## src/design/pu_pkg.sv

```systemverilog
/* Shared widths, pi1 bus operations, sequencer states, opcodes
   and the two-view instruction word union. */
package pu_pkg;

	localparam int ARCHBITSZ = 32;
	localparam int ADDRBITSZ = 30;
	localparam int GPRCNT    = 16;
	localparam int GPRIDXSZ  = 4;

	// pi1 operation codes.
	localparam logic [1:0] MEMNOOP    = 2'b00;
	localparam logic [1:0] MEMWRITEOP = 2'b01;
	localparam logic [1:0] MEMREADOP  = 2'b10;

	localparam logic [1:0] SEQ_FETCH = 2'd0;
	localparam logic [1:0] SEQ_EXEC  = 2'd1;
	localparam logic [1:0] SEQ_MEM   = 2'd2;
	localparam logic [1:0] SEQ_HALT  = 2'd3;

	// Register form opcodes.
	localparam logic [3:0] OPADD  = 4'd0;
	localparam logic [3:0] OPSUB  = 4'd1;
	localparam logic [3:0] OPAND  = 4'd2;
	localparam logic [3:0] OPOR   = 4'd3;
	localparam logic [3:0] OPXOR  = 4'd4;
	localparam logic [3:0] OPSHL  = 4'd5;
	localparam logic [3:0] OPSHR  = 4'd6;

	// Immediate form opcodes, anything above OPHALT also halts.
	localparam logic [3:0] OPADDI = 4'd7;
	localparam logic [3:0] OPLI   = 4'd8;
	localparam logic [3:0] OPLD   = 4'd9;
	localparam logic [3:0] OPST   = 4'd10;
	localparam logic [3:0] OPBZ   = 4'd11;
	localparam logic [3:0] OPHALT = 4'd12;

	typedef struct packed {
		logic [3:0]          opcode;
		logic [GPRIDXSZ-1:0] rd;
		logic [GPRIDXSZ-1:0] ra;
		logic [GPRIDXSZ-1:0] rb;
		logic [15:0]         unused;
	} pu_rform_t;

	typedef struct packed {
		logic [3:0]          opcode;
		logic [GPRIDXSZ-1:0] rd;
		logic [GPRIDXSZ-1:0] ra;
		logic signed [19:0]  imm;
	} pu_iform_t;

	// One instruction word, read either as register or immediate form.
	typedef union packed {
		pu_rform_t r;
		pu_iform_t i;
	} pu_instr_u;

endpackage

```

## src/design/pu_sequencer.sv

```systemverilog
`timescale 1ns/1ps
/* Instruction sequencer: FETCH/EXEC/MEM/HALT state machine, program counter,
   instruction register, pi1 bus master and writeback strobes. */
module pu_sequencer (
	input  logic                         clk_i,
	input  logic                         arst_n_i,
	input  logic [pu_pkg::ADDRBITSZ-1:0] rstaddr_i,
	output logic [1:0]                   pi1_op_o,
	output logic [pu_pkg::ADDRBITSZ-1:0] pi1_addr_o,
	output logic [pu_pkg::ARCHBITSZ-1:0] pi1_data_o,
	input  logic [pu_pkg::ARCHBITSZ-1:0] pi1_data_i,
	input  logic                         pi1_rdy_i,
	input  logic                         is_load_i,
	input  logic                         is_store_i,
	input  logic                         is_branch_i,
	input  logic                         is_halt_i,
	input  logic                         reg_write_i,
	input  logic [pu_pkg::ADDRBITSZ-1:0] mem_addr_i,
	input  logic                         branch_taken_i,
	input  logic [pu_pkg::ADDRBITSZ-1:0] branch_target_i,
	input  logic [pu_pkg::ARCHBITSZ-1:0] store_data_i,
	output logic [pu_pkg::ARCHBITSZ-1:0] instr_o,
	output logic [pu_pkg::ADDRBITSZ-1:0] pc_o,
	output logic                         wb_en_o,
	output logic                         wb_load_o,
	output logic                         halted_o
);
	import pu_pkg::*;

	logic [1:0]           state_q;
	logic [1:0]           state_d;
	logic                 started_q;
	logic [ADDRBITSZ-1:0] pc_q;
	logic [ADDRBITSZ-1:0] pc_d;
	logic [ARCHBITSZ-1:0] ir_q;
	logic                 fetch_done;
	logic                 mem_access;

	// No fetch goes out until the pc has been taken from rstaddr_i.
	assign fetch_done = (state_q == SEQ_FETCH) && started_q && pi1_rdy_i;
	assign mem_access = is_load_i || is_store_i;

	always_comb begin
		state_d = state_q;
		pc_d = pc_q;
		case (state_q)
			SEQ_FETCH: begin
				if (fetch_done) begin
					state_d = SEQ_EXEC;
				end
			end
			SEQ_EXEC: begin
				if (is_halt_i) begin
					state_d = SEQ_HALT;
				end else begin
					if (is_branch_i && branch_taken_i) begin
						pc_d = branch_target_i;
					end else begin
						pc_d = pc_q + 1'b1;
					end
					state_d = mem_access ? SEQ_MEM : SEQ_FETCH;
				end
			end
			SEQ_MEM: begin
				if (pi1_rdy_i) begin
					state_d = SEQ_FETCH;
				end
			end
			default: begin
				state_d = SEQ_HALT;
			end
		endcase
	end

	always_ff @(posedge clk_i or negedge arst_n_i) begin
		if (!arst_n_i) begin
			state_q <= SEQ_FETCH;
			started_q <= 1'b0;
			pc_q <= '0;
		end else begin
			state_q <= state_d;
			started_q <= 1'b1;
			pc_q <= started_q ? pc_d : rstaddr_i;
		end
	end

	always_ff @(posedge clk_i) begin
		if (fetch_done) begin
			ir_q <= pi1_data_i;
		end
	end

	// Bus request follows the state; all fields hold while rdy is low.
	always_comb begin
		pi1_op_o = MEMNOOP;
		pi1_addr_o = pc_q;
		pi1_data_o = '0;
		case (state_q)
			SEQ_FETCH: begin
				if (started_q) begin
					pi1_op_o = MEMREADOP;
				end
			end
			SEQ_MEM: begin
				pi1_op_o = is_load_i ? MEMREADOP : MEMWRITEOP;
				pi1_addr_o = mem_addr_i;
				pi1_data_o = store_data_i;
			end
			default: begin
				pi1_op_o = MEMNOOP;
			end
		endcase
	end

	// ALU results land at the end of EXEC, load data on the read completion edge.
	assign wb_load_o = (state_q == SEQ_MEM) && is_load_i;
	assign wb_en_o = ((state_q == SEQ_EXEC) && reg_write_i && !is_load_i) ||
		(wb_load_o && pi1_rdy_i);

	assign instr_o = ir_q;
	assign pc_o = pc_q;
	assign halted_o = (state_q == SEQ_HALT);

endmodule

```

## src/design/pu_decode.sv

```systemverilog
`timescale 1ns/1ps
/* Instruction decoder: register indices, sign-extended immediate,
   ALU operation and class flags. */
module pu_decode (
	input  logic [pu_pkg::ARCHBITSZ-1:0] instr_i,
	output logic [pu_pkg::GPRIDXSZ-1:0]  rd_o,
	output logic [pu_pkg::GPRIDXSZ-1:0]  ra_o,
	output logic [pu_pkg::GPRIDXSZ-1:0]  rb_o,
	output logic [pu_pkg::ARCHBITSZ-1:0] imm_o,
	output logic [3:0]                   alu_op_o,
	output logic                         use_imm_o,
	output logic                         reg_write_o,
	output logic                         is_load_o,
	output logic                         is_store_o,
	output logic                         is_branch_o,
	output logic                         is_halt_o
);
	import pu_pkg::*;

	pu_instr_u  instr;
	logic [3:0] opcode;
	logic       is_rform;

	assign instr = instr_i;
	assign opcode = instr.r.opcode;
	assign is_rform = (opcode <= OPSHR);

	// Both forms share opcode, rd and ra.
	assign rd_o = instr.r.rd;
	assign ra_o = instr.r.ra;
	assign rb_o = is_rform ? instr.r.rb : '0;
	assign imm_o = is_rform ? '0 : ARCHBITSZ'(instr.i.imm);
	assign use_imm_o = !is_rform;

	always_comb begin
		alu_op_o = OPADD;
		reg_write_o = 1'b0;
		is_load_o = 1'b0;
		is_store_o = 1'b0;
		is_branch_o = 1'b0;
		is_halt_o = 1'b0;
		case (opcode)
			OPADD, OPSUB, OPAND, OPOR, OPXOR, OPSHL, OPSHR: begin
				alu_op_o = opcode;
				reg_write_o = 1'b1;
			end
			OPADDI: begin
				reg_write_o = 1'b1;
			end
			OPLI: begin
				alu_op_o = OPLI;
				reg_write_o = 1'b1;
			end
			OPLD: begin
				reg_write_o = 1'b1;
				is_load_o = 1'b1;
			end
			OPST: is_store_o = 1'b1;
			OPBZ: is_branch_o = 1'b1;
			// OPHALT and the unassigned codes.
			default: begin
				is_halt_o = 1'b1;
			end
		endcase
	end

endmodule

```

## src/design/pu_execute.sv

```systemverilog
`timescale 1ns/1ps
/* Execute stage: ALU, load/store address adder and branch-if-zero
   evaluation. */
module pu_execute (
	input  logic [3:0]                   alu_op_i,
	input  logic                         use_imm_i,
	input  logic [pu_pkg::ARCHBITSZ-1:0] ra_data_i,
	input  logic [pu_pkg::ARCHBITSZ-1:0] rb_data_i,
	input  logic [pu_pkg::ARCHBITSZ-1:0] imm_i,
	input  logic [pu_pkg::ADDRBITSZ-1:0] pc_i,
	output logic [pu_pkg::ARCHBITSZ-1:0] alu_result_o,
	output logic [pu_pkg::ADDRBITSZ-1:0] mem_addr_o,
	output logic                         branch_taken_o,
	output logic [pu_pkg::ADDRBITSZ-1:0] branch_target_o
);
	import pu_pkg::*;

	logic [ARCHBITSZ-1:0] op_b;
	logic [4:0]           shamt;
	logic [ADDRBITSZ-1:0] imm_word;

	assign op_b = use_imm_i ? imm_i : rb_data_i;
	assign shamt = op_b[4:0];
	assign imm_word = imm_i[ADDRBITSZ-1:0];

	always_comb begin
		case (alu_op_i)
			OPADD: begin
				alu_result_o = ra_data_i + op_b;
			end
			OPSUB: begin
				alu_result_o = ra_data_i - op_b;
			end
			OPAND: begin
				alu_result_o = ra_data_i & op_b;
			end
			OPOR: begin
				alu_result_o = ra_data_i | op_b;
			end
			OPXOR: begin
				alu_result_o = ra_data_i ^ op_b;
			end
			OPSHL: begin
				alu_result_o = ra_data_i << shamt;
			end
			// Logical shift, zeros come in from the top.
			OPSHR: begin
				alu_result_o = ra_data_i >> shamt;
			end
			OPLI: begin
				alu_result_o = imm_i;
			end
			default: begin
				alu_result_o = ra_data_i + op_b;
			end
		endcase
	end

	// Word address, the upper bits of ra are dropped.
	assign mem_addr_o = ra_data_i[ADDRBITSZ-1:0] + imm_word;

	assign branch_taken_o = (ra_data_i == '0);
	assign branch_target_o = pc_i + ADDRBITSZ'(1) + imm_word;

endmodule

```

## src/design/pu_result.sv

```systemverilog
`timescale 1ns/1ps
/* General register file with writeback select between ALU result
   and load data, and three read ports. */
module pu_result (
	input  logic                         clk_i,
	input  logic                         arst_n_i,
	input  logic                         wb_en_i,
	input  logic                         wb_load_i,
	input  logic [pu_pkg::GPRIDXSZ-1:0]  rd_i,
	input  logic [pu_pkg::GPRIDXSZ-1:0]  ra_i,
	input  logic [pu_pkg::GPRIDXSZ-1:0]  rb_i,
	input  logic [pu_pkg::ARCHBITSZ-1:0] alu_result_i,
	input  logic [pu_pkg::ARCHBITSZ-1:0] load_data_i,
	output logic [pu_pkg::ARCHBITSZ-1:0] ra_data_o,
	output logic [pu_pkg::ARCHBITSZ-1:0] rb_data_o,
	output logic [pu_pkg::ARCHBITSZ-1:0] rd_data_o
);
	import pu_pkg::*;

	logic [ARCHBITSZ-1:0] gpr_q [GPRCNT];
	logic [ARCHBITSZ-1:0] wb_data;

	assign wb_data = wb_load_i ? load_data_i : alu_result_i;

	// r0 is never written.
	always_ff @(posedge clk_i or negedge arst_n_i) begin
		if (!arst_n_i) begin
			for (int i = 0; i < GPRCNT; i++) begin
				gpr_q[i] <= '0;
			end
		end else if (wb_en_i && (rd_i != '0)) begin
			gpr_q[rd_i] <= wb_data;
		end
	end

	// Index 0 reads zero.
	assign ra_data_o = (ra_i != '0) ? gpr_q[ra_i] : '0;
	assign rb_data_o = (rb_i != '0) ? gpr_q[rb_i] : '0;
	// Store data comes out of the rd port.
	assign rd_data_o = (rd_i != '0) ? gpr_q[rd_i] : '0;

endmodule

```

## src/design/pu.sv

```systemverilog
`timescale 1ns/1ps
/* Processor unit top: sequencer, decode, execute and register result
   blocks on the pi1 memory port. */
module pu (
	input  logic                         clk_i,
	input  logic                         arst_n_i,
	input  logic [pu_pkg::ADDRBITSZ-1:0] rstaddr_i,
	output logic [1:0]                   pi1_op_o,
	output logic [pu_pkg::ADDRBITSZ-1:0] pi1_addr_o,
	output logic [pu_pkg::ARCHBITSZ-1:0] pi1_data_o,
	input  logic [pu_pkg::ARCHBITSZ-1:0] pi1_data_i,
	input  logic                         pi1_rdy_i,
	output logic                         halted_o
);
	import pu_pkg::*;

	logic [ARCHBITSZ-1:0] instr;
	logic [ADDRBITSZ-1:0] pc;
	logic                 wb_en;
	logic                 wb_load;
	logic [GPRIDXSZ-1:0]  rd;
	logic [GPRIDXSZ-1:0]  ra;
	logic [GPRIDXSZ-1:0]  rb;
	logic [ARCHBITSZ-1:0] imm;
	logic [3:0]           alu_op;
	logic                 use_imm;
	logic                 reg_write;
	logic                 is_load;
	logic                 is_store;
	logic                 is_branch;
	logic                 is_halt;
	logic [ARCHBITSZ-1:0] ra_data;
	logic [ARCHBITSZ-1:0] rb_data;
	logic [ARCHBITSZ-1:0] rd_data;
	logic [ARCHBITSZ-1:0] alu_result;
	logic [ADDRBITSZ-1:0] mem_addr;
	logic                 branch_taken;
	logic [ADDRBITSZ-1:0] branch_target;

	pu_sequencer i_sequencer (
		.clk_i(clk_i), .arst_n_i(arst_n_i), .rstaddr_i(rstaddr_i),
		.pi1_op_o(pi1_op_o), .pi1_addr_o(pi1_addr_o), .pi1_data_o(pi1_data_o),
		.pi1_data_i(pi1_data_i), .pi1_rdy_i(pi1_rdy_i),
		.is_load_i(is_load), .is_store_i(is_store), .is_branch_i(is_branch),
		.is_halt_i(is_halt), .reg_write_i(reg_write),
		.mem_addr_i(mem_addr), .branch_taken_i(branch_taken),
		.branch_target_i(branch_target), .store_data_i(rd_data),
		.instr_o(instr), .pc_o(pc), .wb_en_o(wb_en), .wb_load_o(wb_load),
		.halted_o(halted_o)
	);

	pu_decode i_decode (
		.instr_i(instr), .rd_o(rd), .ra_o(ra), .rb_o(rb), .imm_o(imm),
		.alu_op_o(alu_op), .use_imm_o(use_imm), .reg_write_o(reg_write),
		.is_load_o(is_load), .is_store_o(is_store), .is_branch_o(is_branch),
		.is_halt_o(is_halt)
	);

	pu_execute i_execute (
		.alu_op_i(alu_op), .use_imm_i(use_imm), .ra_data_i(ra_data),
		.rb_data_i(rb_data), .imm_i(imm), .pc_i(pc),
		.alu_result_o(alu_result), .mem_addr_o(mem_addr),
		.branch_taken_o(branch_taken), .branch_target_o(branch_target)
	);

	// Load data goes straight from the bus into the register file.
	pu_result i_result (
		.clk_i(clk_i), .arst_n_i(arst_n_i), .wb_en_i(wb_en), .wb_load_i(wb_load),
		.rd_i(rd), .ra_i(ra), .rb_i(rb), .alu_result_i(alu_result),
		.load_data_i(pi1_data_i), .ra_data_o(ra_data), .rb_data_o(rb_data),
		.rd_data_o(rd_data)
	);

endmodule

```

## config.mk

```make
export PLATFORM = sky130hd
export DESIGN_NAME = pu
export DESIGN_NICKNAME = d
export VERILOG_FILES = /design/src/design/pu_pkg.sv /design/src/design/pu_sequencer.sv /design/src/design/pu_decode.sv /design/src/design/pu_execute.sv /design/src/design/pu_result.sv /design/src/design/pu.sv
export SDC_FILE = /design/constraint.sdc
export NUM_CORES = 2
export LEC_CHECK = 0
export BUFFER_PORTS_ARGS = -buffer_cell sky130_fd_sc_hd__buf_2
export CORE_MARGIN = 2
export CORE_UTILIZATION = 35
export DETAILED_ROUTE_END_ITERATION = 8
export SETUP_SLACK_MARGIN = 0.1
export SYNTH_ARGS = -nofsm -noshare
export SYNTH_HDL_FRONTEND = slang
export SYNTH_HIERARCHICAL = 1
export SYNTH_SLANG_ARGS = --single-unit
```

## constraint.sdc

```tcl
create_clock -name clk_i -period 8.5 [get_ports clk_i]
set_clock_uncertainty 0.15 [all_clocks]
set_input_delay 0.425 -clock clk_i [delete_from_list [all_inputs] [get_ports clk_i]]
set_output_delay 0.425 -clock clk_i [all_outputs]
set_load 0.005 [all_outputs]
```

==> impl_metrics.py <==
metrics = {
    "sta": {
        "maxSlewHeadroom_pct": 15.0,
        "fin_setup_tns_ns": 0,
        "setup_repair_after_global_routing_missed_its_margin": "no",
        "finalWorstPathRequiredPeriod_ns": 7.85,
        "fmaxAchievable_mhz": 127,
        "smallest_hold_slack_ns": 0.0370,
        "fin_crit_sh_pct": 92.3,
        "final_critical_path_setup_slack_ns": 0.651,
        "worst_slew_pin_slew_ns": 1.24,
        "final_hold_viol_count": 0,
        "setup_viol": 0,
        "maxSlewViolCount": 0,
    },
    "yosys": {
        "edff_count_synth": 32,
        "synth-seq-cells": 546,
        "post_syn_area_per_cell_um2": 9.23,
        "synthDistinctLibCells": 104,
        "syn-instance-count": 4741,
        "synth_seq_area_share_pct": 31.6,
        "synthTopCellsByCount": "540 x sky130_fd_sc_hd__nor2_1, 524 x sky130_fd_sc_hd__a21oi_1, 514 x sky130_fd_sc_hd__dfrtp_1, 452 x sky130_fd_sc_hd__mux2i_1, 346 x sky130_fd_sc_hd__nand2_1",
        "ys_async_sr_fraction_pct": 94.1,
        "synth_top_flop_cell": "sky130_fd_sc_hd__dfrtp_1",
        "post_synth_main_area_contributors": "sky130_fd_sc_hd__dfrtp_1 29%, sky130_fd_sc_hd__mux2i_1 10%, sky130_fd_sc_hd__mux4_2 10%",
        "synthesis.nets": 4965,
        "synthesis.area_um2": 43800,
        "synth_top_cell_by_area": "sky130_fd_sc_hd__dfrtp_1",
        "synth.top_cell.area_share_pct": 29.4,
        "post-synth-top-count-cell": "sky130_fd_sc_hd__nor2_1",
        "synth_warnings": 6,
    },
    "min_path": {
        "hold_class": "in2reg",
        "hold_path.startpoint": "rstaddr_i[18]",
    },
    "setup_path": {
        "path_class": "reg2reg",
        "timing.critical_path.fanout_max": 24,
        "worstPathCellList": "a31oi_4 -> and2_4 -> nand2b_2 -> buf_4 -> o22ai_1 -> a2111oi_0 -> nor2_1 -> mux2i_1 -> inv_1 -> nor4_2 -> nor2_1 -> xnor2_1 -> ha_1 -> o21ai_0 -> nor2_1 -> o2bb2ai_1 -> a31oi_1 -> a31oi_1 -> xnor2_1 -> o21ai_0 -> mux2i_1 -> o21ai_0",
        "worst-endpoint-arrival_ns": 8.16,
        "worst_setup_path_startpoint": "i_sequencer/instr_o[30]",
        "crit_required_ns": 8.81,
        "timing.critical_path.slowest_cell_delay_ns": 1.04,
        "startpoint_type": "flip-flop",
        "endpoint_kind": "flip-flop",
        "slowest_stage": "sky130_fd_sc_hd__mux2i_1",
        "timing.rr.start": "i_sequencer/instr_o[30]",
    },
    "die": {
        "num_rows": 129,
        "start_util_pct": 35.3,
        "die_h_um": 358,
        "floorplan.core_area_um2": 124000,
        "ios": 130,
        "die_w_um": 358,
        "die_footprint_um2": 128000,
    },
    "status": {
        "run_status": "complete, no violations",
    },
    "clock_tree": {
        "cts_max_level": 3,
        "cts_buffers": 67,
        "cts-root-buf": "sky130_fd_sc_hd__clkbuf_16",
        "cts_post_setup_buffers_inserted": 0,
        "cts_buffer_depth": 3,
        "cts.sinks": 546,
        "insertion_delay_ns": 0.67,
        "cts_tree": "done",
        "clk_pin_slew_worst_paths_ns": 0.06,
    },
    "placement": {
        "placement.setup.worst_slack_ns": 0.589,
        "hpwlAfterDp_um": 115000,
        "place_congestion": 1.01,
        "port_buffers": 129,
    },
    "grt": {
        "first_global_vias": 38800,
        "largest_net_degree_at_the_start_of_global_routing": 169,
        "met2_usage_pct": 41.6,
        "use_met3_pct": 5.28,
        "gr-usage-all-layers_pct": 26.9,
        "grt_first_pass_wirelength_um": 259000,
        "global_route.usage.met1_pct": 35.9,
        "overflow": 0,
        "grt_most_used_layer": "met2",
        "grt_antenna_before_repair": 3,
    },
    "power_and_ir_drop": {
        "leakage_nw": 20.8,
        "ir_worst_vdd_mv": 0.169,
        "powerDensity_nw_per_um2": 353,
    },
    "drt": {
        "drtAntennaViolNets": 0,
        "vias_per_cell": 6.26,
        "post-route-drc-count": 0,
        "drt_pre_antenna_iters": 6,
        "routed_wl_um": 176000,
        "routedWlPerCell_um": 27.4,
        "drt_iter0_markers": 4545,
        "route.vias.total": 40200,
    },
    "job": {
        "timing.max_cap.violations": 0,
    },
    "finish": {
        "finish.net_count": 4962,
        "area_growth_from_synthesis_to_layout_pct": 12.0,
        "drive_gt1_share_pct": 16.5,
    },
}
[power breakdown]
| group | internal, mW | switching, mW |
|---|---|---|
| logic | 3.69 | 5.44 |
| registers | 3.64 | 1.26 |
| clock network | 1.98 | 1.27 |
| total | 9.31 | 7.97 |
[metal layers]
| layer | wire [um] | part of all wire [%] |
|---|---|---|
| met5 | 0 | 0 |
| met4 | 9300 | 5.3 |
| met3 | 17100 | 9.7 |
| met2 | 78400 | 45 |
| met1 | 71100 | 40 |
[worst max-delay path: cells and delay by family, from the launching register on]
kind	cells	cell delay [ns]
AO/OA/AOI/OAI	9	2.57
AND/OR/NAND/NOR	6	1.93
multiplexers	2	1.37
flip-flops	1	0.50
buffers and inverters	2	0.40
XOR/XNOR	2	0.35
adder cells (fa/ha/maj)	1	0.35
[cell usage in the layout, fill, tap and decap left out, types with 35 or more instances in the layout]
cell                            instances
sky130_fd_sc_hd__a221o_1               69
sky130_fd_sc_hd__nand2_1              344
sky130_fd_sc_hd__buf_2                128
sky130_fd_sc_hd__nor2_1               537
sky130_fd_sc_hd__o22ai_1              108
sky130_fd_sc_hd__mux4_2               195
sky130_fd_sc_hd__clkbuf_16             70
sky130_fd_sc_hd__xnor2_1               79
sky130_fd_sc_hd__dlygate4sd3_1         62
sky130_fd_sc_hd__mux2i_1              449
sky130_fd_sc_hd__ha_1                 156
sky130_fd_sc_hd__a21oi_1              519
sky130_fd_sc_hd__dfrtp_1              513
sky130_fd_sc_hd__a21o_1                40
sky130_fd_sc_hd__inv_1                 96
sky130_fd_sc_hd__mux2_2                99
sky130_fd_sc_hd__nand3_1               69
sky130_fd_sc_hd__o21ai_0              293
sky130_fd_sc_hd__a2111oi_0             35
sky130_fd_sc_hd__and2_1                41
sky130_fd_sc_hd__buf_4                144
sky130_fd_sc_hd__a22oi_1               82
[cell families (layout without fill, tap and decap cells)]
| group | Yosys count | after routing | synth area share [%] |
|---|---|---|---|
| muxes | 751 | 751 | 23.1 |
| other | 1 | 4 | 0.00857 |
| and+or+nand+nor | 1247 | 1247 | 12.9 |
| xor gates and xnor gates | 109 | 109 | 2.22 |
| DFF | 546 | 546 | 31.6 |
| adders and majority gates | 159 | 159 | 4.60 |
| AOI/OAI and AO/OA | 1411 | 1411 | 20.0 |
| buffers and inverters | 517 | 565 | 5.56 |
[through the flow]
step / power [mW] / area (um^2) / utilization [%] / instances
2_1_floorplan: 10.6 / 43800 / - / 4741
3_3_place_gp: 13.6 / 45900 / 37.1 / 6244
3_5_place_dp: 13.7 / 45900 / 37.1 / 6244
4_1_cts: 17.1 / 49000 / 39.6 / 6426
5_1_grt: 18.2 / 49000 / 39.6 / 6426
6_report: 17.3 / 49000 / 39.6 / 6429
[registers in the layout, summed over array words and instances (netlist names)]
name                   cells
i_sequencer/pc_o          30
i_result/gpr_q           481
i_sequencer/started_q      1
i_sequencer/instr_o       32
i_sequencer/state_q        2
[repair_timing]
action                                 4_1_cts  5_1_grt
setup endpoints to repair                    0       30
hold buffers                                62        0
endpoints found under the hold margin      146        0
resized for setup                            0        2
[path summary, 6_finish.rpt]
path                                   endpoint  slack (ns)  cells past startpoint
setup reg to reg            i_result/gpr_q[109]        0.65                     22
hold reg to reg             i_result/gpr_q[510]        0.23                      0
max in group asynchronous   i_result/gpr_q[204]        6.40                      3
hold / removal             i_sequencer/pc_o[18]        0.04                      4
setup / recovery            i_result/gpr_q[109]        0.65                     22
min in group asynchronous   i_result/gpr_q[474]        0.27                      2
[layout make-up]
cell class,instances,area (um^2)
Inverter,101,379
Sequential cell,546,13800
Fill cell,12200,74800
Timing Repair Buffer,344,2540
Multi-Input combinational cell,3678,27700
Clock inverter,29,552
Antenna cell,3,7.51
Clock buffer,91,1930
Tap cell,1637,2050
No activity file was read; power rests on OpenSTA's default activity.
